<file path="src/core_config.svh">
`ifndef CORE_CONFIG_SVH
`define CORE_CONFIG_SVH

// **********************************************************************
// core widths and reset values
// **********************************************************************

// data path and address width, rv64
`define XLEN 64

// instruction word width
`define ILEN 32

// register file sizing
`define REG_ADDR_W 5
`define REG_COUNT  32

// first fetch address after reset
`define RESET_PC 64'h0000_0000_8000_0000

`endif

</file>
<file path="src/core_pkg.sv">
`default_nettype none
`include "core_config.svh"

package core_pkg;

    // **********************************************************************
    // basic vector types
    // **********************************************************************
    typedef logic [`XLEN-1:0]       xlen_t;      // data or address word
    typedef logic [`ILEN-1:0]       inst_t;      // raw instruction
    typedef logic [`REG_ADDR_W-1:0] reg_addr_t;  // register index

    // alu operation select, pass forwards op2 for lui
    typedef enum logic [3:0] {
        ALU_ADD,
        ALU_SUB,
        ALU_AND,
        ALU_OR,
        ALU_XOR,
        ALU_SLT,
        ALU_SLL,
        ALU_SRL,
        ALU_PASS
    } alu_op_e;

    typedef enum logic [1:0] {
        BR_NONE,
        BR_BEQ,
        BR_BNE,
        BR_JAL
    } branch_e;

    // four-phase fetch handshake states
    typedef enum logic [1:0] {
        REQUEST,
        RELEASE,
        EXECUTE
    } fetch_state_e;

    // **********************************************************************
    // stage records
    // **********************************************************************
    typedef struct packed {
        xlen_t pc;
        inst_t inst;
    } fetch_pkt_t;

    typedef struct packed {
        xlen_t     pc;
        xlen_t     op1;
        xlen_t     op2;
        alu_op_e   alu_op;
        branch_e   br_kind;
        xlen_t     br_target;   // pc + imm, for branches and jal
        logic      rd_we;
        reg_addr_t rd_addr;
    } decode_pkt_t;

    typedef struct packed {
        logic      rd_we;
        reg_addr_t rd_addr;
        xlen_t     rd_data;
        xlen_t     next_pc;
    } exec_pkt_t;

endpackage

`default_nettype wire

</file>
<file path="src/fetch_unit.sv">
`timescale 1ns/1ns
`default_nettype none
`include "core_config.svh"

module fetch_unit import core_pkg::*; (
    input  logic       clk,
    input  logic       rst_n,
    // instruction memory, four-phase req/ack
    output logic       imem_req_o,
    output xlen_t      imem_addr_o,
    input  logic       imem_ack_i,
    input  inst_t      imem_data_i,
    // from execute
    input  xlen_t      next_pc_i,
    // to decode
    output fetch_pkt_t fetch_o,
    output logic       exec_o
);

    fetch_state_e state_q;
    fetch_state_e state_d;
    xlen_t        pc_q;
    inst_t        inst_q;
    logic         ack_seen;

    // first edge with ack high while requesting
    assign ack_seen = (state_q == REQUEST) && imem_req_o && imem_ack_i;

    // **********************************************************************
    // handshake state machine
    // **********************************************************************
    always_comb begin
        state_d = state_q;
        case (state_q)
            REQUEST: begin
                if (ack_seen) begin
                    state_d = RELEASE;
                end
            end
            RELEASE: begin
                if (!imem_ack_i) begin      // memory has let go of ack
                    state_d = EXECUTE;
                end
            end
            EXECUTE: state_d = REQUEST;   // single cycle
            default: state_d = REQUEST;
        endcase
    end

    always_ff @(posedge clk) begin
        if (rst_n) begin
            state_q    <= REQUEST;
            imem_req_o <= 1'b0;
            pc_q       <= `RESET_PC;
        end else begin
            state_q    <= state_d;
            // req follows the next state, so it drops on the ack edge
            imem_req_o <= (state_d == REQUEST);
            if (state_q == EXECUTE) begin
                pc_q <= next_pc_i;
            end
        end
    end

    // instruction latch
    always_ff @(posedge clk) begin
        if (ack_seen) begin
            inst_q <= imem_data_i;
        end
    end

    assign imem_addr_o  = pc_q;   // only moves at the end of EXECUTE
    assign fetch_o.pc   = pc_q;
    assign fetch_o.inst = inst_q;
    assign exec_o       = (state_q == EXECUTE);

endmodule

`default_nettype wire

</file>
<file path="src/decode_unit.sv">
`timescale 1ns/1ns
`default_nettype none
`include "core_config.svh"

module decode_unit import core_pkg::*; (
    input  fetch_pkt_t  fetch_i,
    // register file read ports
    output reg_addr_t   rs1_addr_o,
    output reg_addr_t   rs2_addr_o,
    input  xlen_t       rs1_data_i,
    input  xlen_t       rs2_data_i,
    output decode_pkt_t decode_o
);

    localparam logic [6:0] OPC_OP     = 7'b0110011;
    localparam logic [6:0] OPC_OP_IMM = 7'b0010011;
    localparam logic [6:0] OPC_LUI    = 7'b0110111;
    localparam logic [6:0] OPC_BRANCH = 7'b1100011;
    localparam logic [6:0] OPC_JAL    = 7'b1101111;

    logic [6:0] opcode;
    logic [2:0] funct3;
    logic [6:0] funct7;
    xlen_t      imm_i;
    xlen_t      imm_b;
    xlen_t      imm_u;
    xlen_t      imm_j;
    xlen_t      br_imm;
    logic       rd_we;
    alu_op_e    alu_op;
    branch_e    br_kind;
    xlen_t      op1;
    xlen_t      op2;

    // **********************************************************************
    // fields and immediates
    // **********************************************************************
    assign opcode     = fetch_i.inst[6:0];
    assign funct3     = fetch_i.inst[14:12];
    assign funct7     = fetch_i.inst[31:25];
    assign rs1_addr_o = fetch_i.inst[19:15];
    assign rs2_addr_o = fetch_i.inst[24:20];

    assign imm_i = {{(`XLEN-12){fetch_i.inst[31]}}, fetch_i.inst[31:20]};
    assign imm_b = {{(`XLEN-13){fetch_i.inst[31]}}, fetch_i.inst[31], fetch_i.inst[7],
                    fetch_i.inst[30:25], fetch_i.inst[11:8], 1'b0};
    assign imm_u = {{(`XLEN-32){fetch_i.inst[31]}}, fetch_i.inst[31:12], 12'b0};
    assign imm_j = {{(`XLEN-21){fetch_i.inst[31]}}, fetch_i.inst[31], fetch_i.inst[19:12],
                    fetch_i.inst[20], fetch_i.inst[30:21], 1'b0};

    // **********************************************************************
    // control and operand select
    // **********************************************************************
    always_comb begin
        rd_we   = 1'b0;   // anything not matched retires as a nop
        alu_op  = ALU_ADD;
        br_kind = BR_NONE;
        op1     = rs1_data_i;
        op2     = rs2_data_i;
        br_imm  = imm_b;
        case (opcode)
            OPC_OP: begin
                rd_we = (funct7 == 7'b0000000);
                case (funct3)
                    3'b000: begin
                        alu_op = funct7[5] ? ALU_SUB : ALU_ADD;
                        rd_we  = (funct7 == 7'b0000000) || (funct7 == 7'b0100000);
                    end
                    3'b001:  alu_op = ALU_SLL;
                    3'b010:  alu_op = ALU_SLT;
                    3'b100:  alu_op = ALU_XOR;
                    3'b101:  alu_op = ALU_SRL;   // sra has funct7 set, dropped above
                    3'b110:  alu_op = ALU_OR;
                    3'b111:  alu_op = ALU_AND;
                    default: rd_we  = 1'b0;      // sltu
                endcase
            end
            OPC_OP_IMM: begin
                op2   = imm_i;
                rd_we = 1'b1;
                case (funct3)
                    3'b000:  alu_op = ALU_ADD;
                    3'b010:  alu_op = ALU_SLT;
                    3'b100:  alu_op = ALU_XOR;
                    3'b110:  alu_op = ALU_OR;
                    3'b111:  alu_op = ALU_AND;
                    3'b001: begin
                        alu_op = ALU_SLL;
                        rd_we  = (fetch_i.inst[31:26] == 6'b0);
                    end
                    3'b101: begin
                        alu_op = ALU_SRL;
                        rd_we  = (fetch_i.inst[31:26] == 6'b0);  // no srai
                    end
                    default: rd_we = 1'b0;   // sltiu
                endcase
            end
            OPC_LUI: begin
                op1    = '0;
                op2    = imm_u;
                alu_op = ALU_PASS;
                rd_we  = 1'b1;
            end
            OPC_BRANCH: begin
                if (funct3 == 3'b000) begin
                    br_kind = BR_BEQ;
                end else if (funct3 == 3'b001) begin
                    br_kind = BR_BNE;
                end
            end
            OPC_JAL: begin
                op1     = fetch_i.pc;   // link value pc + 4 through the alu
                op2     = xlen_t'(4);
                br_imm  = imm_j;
                br_kind = BR_JAL;
                rd_we   = 1'b1;
            end
            default: ;
        endcase
    end

    assign decode_o.pc        = fetch_i.pc;
    assign decode_o.op1       = op1;
    assign decode_o.op2       = op2;
    assign decode_o.alu_op    = alu_op;
    assign decode_o.br_kind   = br_kind;
    assign decode_o.br_target = fetch_i.pc + br_imm;
    assign decode_o.rd_we     = rd_we;
    assign decode_o.rd_addr   = fetch_i.inst[11:7];

endmodule

`default_nettype wire

</file>
<file path="src/execute_unit.sv">
`timescale 1ns/1ns
`default_nettype none
`include "core_config.svh"

module execute_unit import core_pkg::*; (
    input  decode_pkt_t decode_i,
    output exec_pkt_t   exec_o
);

    logic [$clog2(`XLEN)-1:0] shamt;
    xlen_t                    result;
    xlen_t                    pc_plus4;
    logic                     taken;

    assign shamt    = decode_i.op2[$clog2(`XLEN)-1:0];   // rv64 shifts by 0..63
    assign pc_plus4 = decode_i.pc + xlen_t'(4);

    // **********************************************************************
    // alu
    // **********************************************************************
    always_comb begin
        case (decode_i.alu_op)
            ALU_ADD:  result = decode_i.op1 + decode_i.op2;
            ALU_SUB:  result = decode_i.op1 - decode_i.op2;
            ALU_AND:  result = decode_i.op1 & decode_i.op2;
            ALU_OR:   result = decode_i.op1 | decode_i.op2;
            ALU_XOR:  result = decode_i.op1 ^ decode_i.op2;
            ALU_SLT:  result = {{(`XLEN-1){1'b0}},
                                $signed(decode_i.op1) < $signed(decode_i.op2)};
            ALU_SLL:  result = decode_i.op1 << shamt;
            ALU_SRL:  result = decode_i.op1 >> shamt;
            ALU_PASS: result = decode_i.op2;
            default:  result = '0;
        endcase
    end

    // branch decision
    always_comb begin
        case (decode_i.br_kind)
            BR_BEQ:  taken = (decode_i.op1 == decode_i.op2);
            BR_BNE:  taken = (decode_i.op1 != decode_i.op2);
            BR_JAL:  taken = 1'b1;
            default: taken = 1'b0;
        endcase
    end

    assign exec_o.rd_we   = decode_i.rd_we;
    assign exec_o.rd_addr = decode_i.rd_addr;
    assign exec_o.rd_data = result;
    assign exec_o.next_pc = taken ? decode_i.br_target : pc_plus4;

endmodule

`default_nettype wire

</file>
<file path="src/result_unit.sv">
`timescale 1ns/1ns
`default_nettype none
`include "core_config.svh"

module result_unit import core_pkg::*; (
    input  logic       clk,
    input  logic       rst_n,
    input  logic       exec_i,
    input  exec_pkt_t  exec_pkt_i,
    input  fetch_pkt_t fetch_i,
    // read ports for decode
    input  reg_addr_t  rs1_addr_i,
    input  reg_addr_t  rs2_addr_i,
    output xlen_t      rs1_data_o,
    output xlen_t      rs2_data_o,
    // retired instruction report
    output logic       commit_valid_o,
    output xlen_t      commit_pc_o,
    output inst_t      commit_inst_o,
    output logic       commit_we_o,
    output reg_addr_t  commit_rd_o,
    output xlen_t      commit_data_o
);

    xlen_t regs_q [`REG_COUNT];
    logic  wr_en;

    assign wr_en = exec_i && exec_pkt_i.rd_we && (exec_pkt_i.rd_addr != '0);   // x0 dropped

    // **********************************************************************
    // register file
    // **********************************************************************
    always_ff @(posedge clk) begin
        if (rst_n) begin
            for (int i = 0; i < `REG_COUNT; i++) begin
                regs_q[i] <= '0;
            end
        end else if (wr_en) begin
            regs_q[exec_pkt_i.rd_addr] <= exec_pkt_i.rd_data;
        end
    end

    assign rs1_data_o = (rs1_addr_i == '0) ? '0 : regs_q[rs1_addr_i];
    assign rs2_data_o = (rs2_addr_i == '0) ? '0 : regs_q[rs2_addr_i];

    // commit record, one cycle after the write edge
    always_ff @(posedge clk) begin
        if (rst_n) begin
            commit_valid_o <= 1'b0;
        end else begin
            commit_valid_o <= exec_i;
        end
    end

    always_ff @(posedge clk) begin
        if (exec_i) begin
            commit_pc_o   <= fetch_i.pc;
            commit_inst_o <= fetch_i.inst;
            commit_we_o   <= exec_pkt_i.rd_we;   // reports we even for x0
            commit_rd_o   <= exec_pkt_i.rd_addr;
            commit_data_o <= exec_pkt_i.rd_data;
        end
    end

endmodule

`default_nettype wire

</file>
<file path="src/rv_core.sv">
`timescale 1ns/1ns
`default_nettype none
`include "core_config.svh"

module rv_core import core_pkg::*; (
    input  logic      clk,
    input  logic      rst_n,
    // instruction memory
    output logic      imem_req_o,
    output xlen_t     imem_addr_o,
    input  logic      imem_ack_i,
    input  inst_t     imem_data_i,
    // retire report
    output logic      commit_valid_o,
    output xlen_t     commit_pc_o,
    output inst_t     commit_inst_o,
    output logic      commit_we_o,
    output reg_addr_t commit_rd_o,
    output xlen_t     commit_data_o
);

    fetch_pkt_t  fetch_pkt;
    logic        exec_strobe;   // high for the single EXECUTE cycle
    reg_addr_t   rs1_addr;
    reg_addr_t   rs2_addr;
    xlen_t       rs1_data;
    xlen_t       rs2_data;
    decode_pkt_t decode_pkt;
    exec_pkt_t   exec_pkt;

    // **********************************************************************
    // fetch -> decode -> execute -> result
    // **********************************************************************
    fetch_unit u_fetch (
        .clk         (clk                ),
        .rst_n       (rst_n              ),
        .imem_req_o  (imem_req_o         ),
        .imem_addr_o (imem_addr_o        ),
        .imem_ack_i  (imem_ack_i         ),
        .imem_data_i (imem_data_i        ),
        .next_pc_i   (exec_pkt.next_pc   ),
        .fetch_o     (fetch_pkt          ),
        .exec_o      (exec_strobe        )
    );

    decode_unit u_decode (
        .fetch_i    (fetch_pkt ),
        .rs1_addr_o (rs1_addr  ),
        .rs2_addr_o (rs2_addr  ),
        .rs1_data_i (rs1_data  ),
        .rs2_data_i (rs2_data  ),
        .decode_o   (decode_pkt)
    );

    execute_unit u_execute (
        .decode_i (decode_pkt),
        .exec_o   (exec_pkt  )
    );

    result_unit u_result (
        .clk            (clk           ),
        .rst_n          (rst_n         ),
        .exec_i         (exec_strobe   ),
        .exec_pkt_i     (exec_pkt      ),
        .fetch_i        (fetch_pkt     ),
        .rs1_addr_i     (rs1_addr      ),
        .rs2_addr_i     (rs2_addr      ),
        .rs1_data_o     (rs1_data      ),
        .rs2_data_o     (rs2_data      ),
        .commit_valid_o (commit_valid_o),
        .commit_pc_o    (commit_pc_o   ),
        .commit_inst_o  (commit_inst_o ),
        .commit_we_o    (commit_we_o   ),
        .commit_rd_o    (commit_rd_o   ),
        .commit_data_o  (commit_data_o )
    );

endmodule

`default_nettype wire

</file>
<file path="config.mk">
export PLATFORM = sky130hd
export DESIGN_NAME = rv_core
export DESIGN_NICKNAME = d
export VERILOG_FILES = /design/src/core_pkg.sv /design/src/fetch_unit.sv /design/src/decode_unit.sv /design/src/execute_unit.sv /design/src/result_unit.sv /design/src/rv_core.sv
export VERILOG_INCLUDE_DIRS = /design/src
export SDC_FILE = /design/constraint.sdc
export NUM_CORES = 2
export LEC_CHECK = 0
export CAP_MARGIN = 20
export CORE_ASPECT_RATIO = 2
export CORE_MARGIN = 5
export CORE_UTILIZATION = 70
export CTS_CLUSTER_DIAMETER = 50
export DETAILED_ROUTE_END_ITERATION = 10
export DONT_BUFFER_PORTS = 1
export PLACE_DENSITY = 0.93
export SETUP_SLACK_MARGIN = 0.2
export SLEW_MARGIN = 20
export SYNTH_ARGS = -nofsm -noshare
export SYNTH_HDL_FRONTEND = slang
export SYNTH_HIERARCHICAL = 1
export SYNTH_SLANG_ARGS = --single-unit
</file>
<file path="constraint.sdc">
create_clock -name clk -period 12.3 [get_ports clk]
set_clock_uncertainty 0.2 [all_clocks]
set_input_delay 1.23 -clock clk [delete_from_list [all_inputs] [get_ports clk]]
set_output_delay 1.23 -clock clk [all_outputs]
set_load 0.02 [all_outputs]
</file>
==> results of run 1 <==
cell usage after synthesis, types with 104 or more instances:
cell type	count	share of area, %
a21o_1	104	0.54
nor2_1	516	1.3
mux2i_1	529	3.7
mux4_2	1006	16
inv_1	235	0.61
a21oi_1	479	1.7
mux2_2	130	1.0
nand2_1	485	1.3
and2_1	2004	8.7
buf_2	219	0.76
nand3_1	176	0.61
edfxtp_1	2246	47
clkbuf_1	722	1.9
a211oi_1	167	0.87
o21ai_0	258	0.89
buf_4	215	1.1
ha_1	256	2.2
o22ai_1	190	0.82
per-stage QoR:
step	setup WS (ps)	util, %	instance area (µm²)	instances	hold WS (ps)
floorplan	5090	-	145000	11800	224
global placement	2860	71.1	147000	13600	274
detailed placement	2610	71.2	147000	13700	290
CTS	2410	74.4	153000	14000	220
metal layers:
layer | GRT usage [%] | overflow
met5 | 32.2 | 0
met4 | 81.1 | 36
met3 | 59.7 | 6
met2 | 94.2 | 37
met1 | 72.8 | 0
logic make-up after synthesis:
group,count (synthesis),share of synthesized area [%]
other,1,0.00259
xor gates and xnor gates,145,0.876
AOI/OAI and AO/OA,2049,9.61
muxes,1666,20.3
buffers and inverters,1522,4.83
and+or+nand+nor,3757,14.6
adders and majority gates,259,2.25
DFF,2314,47.5
==> flow_summary_export.csv, run 1 <==
group,metric,value,unit
clock_network,cts-root-buf,"clkbuf_16",
status,first-error,"[ERROR GRT-0116] Global routing finished with congestion. Check the congestion regions in the DRC Viewer.",
global_routing,grt_pass1_wl,1170,mm
placed_design,io_buffers,0,
logic_synthesis,yosysWarnings,6,
logic_synthesis,synthFlopType,"edfxtp_1",
clock_network,cts_hold_buf,0,
logic_synthesis,synth_edf_count,2246,
die,die_w,332,µm
clock_network,postCtsSetupBuffers,0,
logic_synthesis,async_reset_ff_share,0,%
clock_network,cts_made_buffers,204,
global_routing,grt_overflow,79,
logic_synthesis,synth_cell_type_count,123,
clock_network,postCtsResizedCells,0,
clock_network,h-tree-depth,4,
status,stop_stage,"5_1_grt",
status,outcome,"stopped before the end",
die,initial_core_util,70.2,%
logic_synthesis,syn-cell-area,145000,µm²
logic_synthesis,yosys_register_bits,2314,
placed_design,hpwl,458,mm
die,core.rowCount,236,
die,ios,267,
global_routing,grt_max_degree,230,
logic_synthesis,yosysSeqAreaShare,47.5,%
global_routing,grt_util_all_layers,76.2,%
global_routing,grt_pass1_vias,142000,
clock_network,clock_path_buffers,4,
clock_network,cts_sinks,2314,
die,die_h,653,µm
logic_synthesis,syn_avg_cell_area,12.4,µm²
placed_design,gp_congestion,1.33,
logic_synthesis,synth_cells,11700,
==> run 2, diff against run 1 <==
--- a/config.mk
+++ b/config.mk
@@ -7,14 +7,11 @@
 export NUM_CORES = 2
 export LEC_CHECK = 0
 export CAP_MARGIN = 20
-export CORE_ASPECT_RATIO = 2
 export CORE_MARGIN = 5
-export CORE_UTILIZATION = 70
-export CTS_CLUSTER_DIAMETER = 50
+export CORE_UTILIZATION = 40
 export DETAILED_ROUTE_END_ITERATION = 10
 export DONT_BUFFER_PORTS = 1
-export PLACE_DENSITY = 0.93
-export SETUP_SLACK_MARGIN = 0.2
+export PLACE_DENSITY_LB_ADDON = 0.15
 export SLEW_MARGIN = 20
 export SYNTH_ARGS = -nofsm -noshare
 export SYNTH_HDL_FRONTEND = slang
==> run 2 against run 1 <==
Compared with the run above:
- the run now ends clean
- synthesized cell count unchanged
- area after synthesis unchanged
==> flow_summary_export.csv, run 2 <==
group,metric,value,unit
status,outcome,"finished, final reports clean",
clock_network,cts_sinks,2314,
pwr,ir_drop,124,µV
die,initial_core_util,40.1,%
logic_synthesis,syn_avg_cell_area,12.4,µm²
timing,min_period,10290,ps
timing,whs,196,ps
run,drv_cap,0,
logic_synthesis,syn-cell-area,145000,µm²
die,die_area,374000,µm²
logic_synthesis,synth_edf_count,2246,
logic_synthesis,yosysSeqAreaShare,47.5,%
setup_path,critical_path.slowest_cell,"nand2_4",
final_layout,drive_gt1_share,19.4,%
clock_network,clock_path_buffers,4,
logic_synthesis,synth_cell_type_count,123,
logic_synthesis,yosysMostFrequentCell,"edfxtp_1",
logic_synthesis,synthFlopType,"edfxtp_1",
timing,period_share,83.6,%
final_layout,fillers,33000,
setup_path,crit_chain,"clkinv_1 > nand2_4 > buf_4 > o22ai_1 > or2_1 > nand3_1 > nand2_1 > inv_1 > ha_1 > buf_4 > a21oi_1 > o21ai_0 > a31oi_1 > o21ai_0 > o2111ai_1 > a211o_1 > o211ai_2 > a211o_1 > o41ai_1 > nand2b_1 > a32o_1 > and2_1",
logic_synthesis,yosys_register_bits,2314,
timing,rsz0062_at_grt,"no",
detailed_routing,drc_errors,0,
global_routing,grt_pass1_vias,107000,
die,core.rowCount,221,
placed_design,place_area,150000,µm²
pwr,p_leak,58.0,nW
global_routing,grt_antenna_before_repair,123,
logic_synthesis,async_reset_ff_share,0,%
clock_network,cts-root-buf,"clkbuf_16",
clock_network,h-tree-depth,5,
timing,max_freq,97.2,MHz
timing,hold_viol_final,0,
global_routing,grt_util_all_layers,38.0,%
detailed_routing,vias,111000,
placed_design,io_buffers,0,
pwr,power_density,141,nW/µm²
setup_path,regToRegSetupSlack,2010,ps
final_layout,final_cell_mix,"2246 x edfxtp_1, 2003 x and2_1, 1006 x mux4_2",
final_layout,synthToLayoutAreaGrowth,9.69,%
setup_path,cp-start-kind,"register",
placed_design,gp_congestion,1.06,
setup_path,end_kind,"register",
logic_synthesis,synthTopCellsByArea,"edfxtp_1 47%, mux4_2 16%, and2_1 8.7%, mux2i_1 3.7%, ha_1 2.2%",
die,core,362000,µm²
detailed_routing,vias_per_cell,6.83,
logic_synthesis,yosys-top-cells-count,"2246 x edfxtp_1, 2004 x and2_1, 1006 x mux4_2, 722 x clkbuf_1, 529 x mux2i_1",
timing,setup_viol,0,
detailed_routing,avgRoutedWirePerCell,44.9,µm
logic_synthesis,yosysWarnings,6,
timing,finalMaxSlewViolations,0,
die,die_h,612,µm
detailed_routing,ant_nets,0,
clock_network,clkSlewWorstSetupHoldPaths,60,ps
final_layout,final_common_cell,"edfxtp_1",
hold_path,worstHoldPathType,"input pin to register",
final_layout,regMostFlops,"u_result/regs_q",
final_layout,fin_nets,11500,
clock_network,postCtsSetupBuffers,0,
global_routing,grt_pass1_wl,972,mm
final_layout,largest_register_ffs,2048,
setup_path,cp_slowest_stage_delay,1280,ps
setup_path,cp_data_required_time,12870,ps
detailed_routing,wirelength,733,mm
clock_network,cts_hold_buf,0,
global_routing,grt_overflow,0,
detailed_routing,drt_pass1_iterations,10,
placed_design,hpwl,482,mm
timing,max-slew-margin-rel,9.69,%
pwr,p_total,0.0224,W
logic_synthesis,synth_area_leader_cell,"edfxtp_1",
global_routing,grt_max_degree,230,
logic_synthesis,synth_top_cell_area_share,46.5,%
setup_path,crit_fanout,32,
clock_network,clkLatencyLatePin,940,ps
setup_path,worst-setup-path-type,"register to register",
clock_network,tritoncts,"yes",
timing,setup_tns,0,ps
die,ios,267,
setup_path,worstPathArrival,10860,ps
final_layout,design_area,159000,µm²
die,die_w,612,µm
detailed_routing,drtIter0Drc,19100,
logic_synthesis,synth_cells,11700,
clock_network,cts_made_buffers,279,
clock_network,postCtsResizedCells,0,
timing,worst_slew_pin_slew,1350,ps
run 2: final timing paths:
kind,from,endpoint,cells after the start
hold / removal,imem_ack_i,u_fetch/state_q[1],1
setup reg to reg,u_fetch/inst_q[19],u_result/regs_q[31][60],22
hold reg to reg,u_fetch/inst_q[0],u_result/commit_inst_o[0],0
setup / recovery,u_fetch/inst_q[19],u_result/regs_q[31][60],22
run 2: area by class of cell:
| cell class | count | area (µm²) | area share, % |
|---|---|---|---|
| Inverter | 245 | 931 | 0.586 |
| Multi-Input combinational cell | 7940 | 70300 | 44.2 |
| Sequential cell | 2314 | 68800 | 43.3 |
| Clock inverter | 147 | 1360 | 0.853 |
| Clock buffer | 339 | 7320 | 4.61 |
| Antenna cell | 69 | 173 | 0.109 |
| Timing Repair Buffer | 472 | 4080 | 2.57 |
| Tap cell | 4794 | 6000 | 3.77 |
run 2: per-layer routing:
| metal | GRT usage [%] | wire (µm) | vias to the layer above |
|---|---|---|---|
| met2 | 58.1 | 326000 | 8103 |
| met4 | 21.6 | 49900 | 52 |
| li1 | - | - | 43600 |
| met5 | 0 | 356 | - |
| met3 | 10.2 | 83900 | 1769 |
| met1 | 48.9 | 273000 | 57900 |
run 2: power by group:
part	switching [W]	internal (W)
combinational	0.00377	0.00140
sequential	0.000151	0.00891
clock	0.00353	0.00462
run 2: stage by stage:
stage	utilization, %	instances	setup slack [ps]
after global placement	41.4	15800	2380
after floorplan	-	11800	5090
after CTS	43.9	16300	2470
final	43.9	16300	2010
after detailed placement	41.5	15800	2510
after global routing	43.9	16300	2090
run 2: kinds of logic after synthesis:
logic type,after synthesis,synth area share [%]
AND/OR/NAND/NOR,3757,14.6
flip-flops,2314,47.5
XOR/XNOR,145,0.876
other,1,0.00259
multiplexers,1666,20.3
adder cells (fa/ha/maj),259,2.25
buffers and inverters,1522,4.83
AO/OA/AOI/OAI,2049,9.61
run 2: critical path: cells and delay by family (launching register included):
family,cells,cell delay [ps]
buffers and inverters,4,2400
AND/OR/NAND/NOR,6,2580
adder cells (fa/ha/maj),1,480
AO/OA/AOI/OAI,11,3810
flip-flops,1,540
Note: power is estimated with default switching activity, not from simulation.
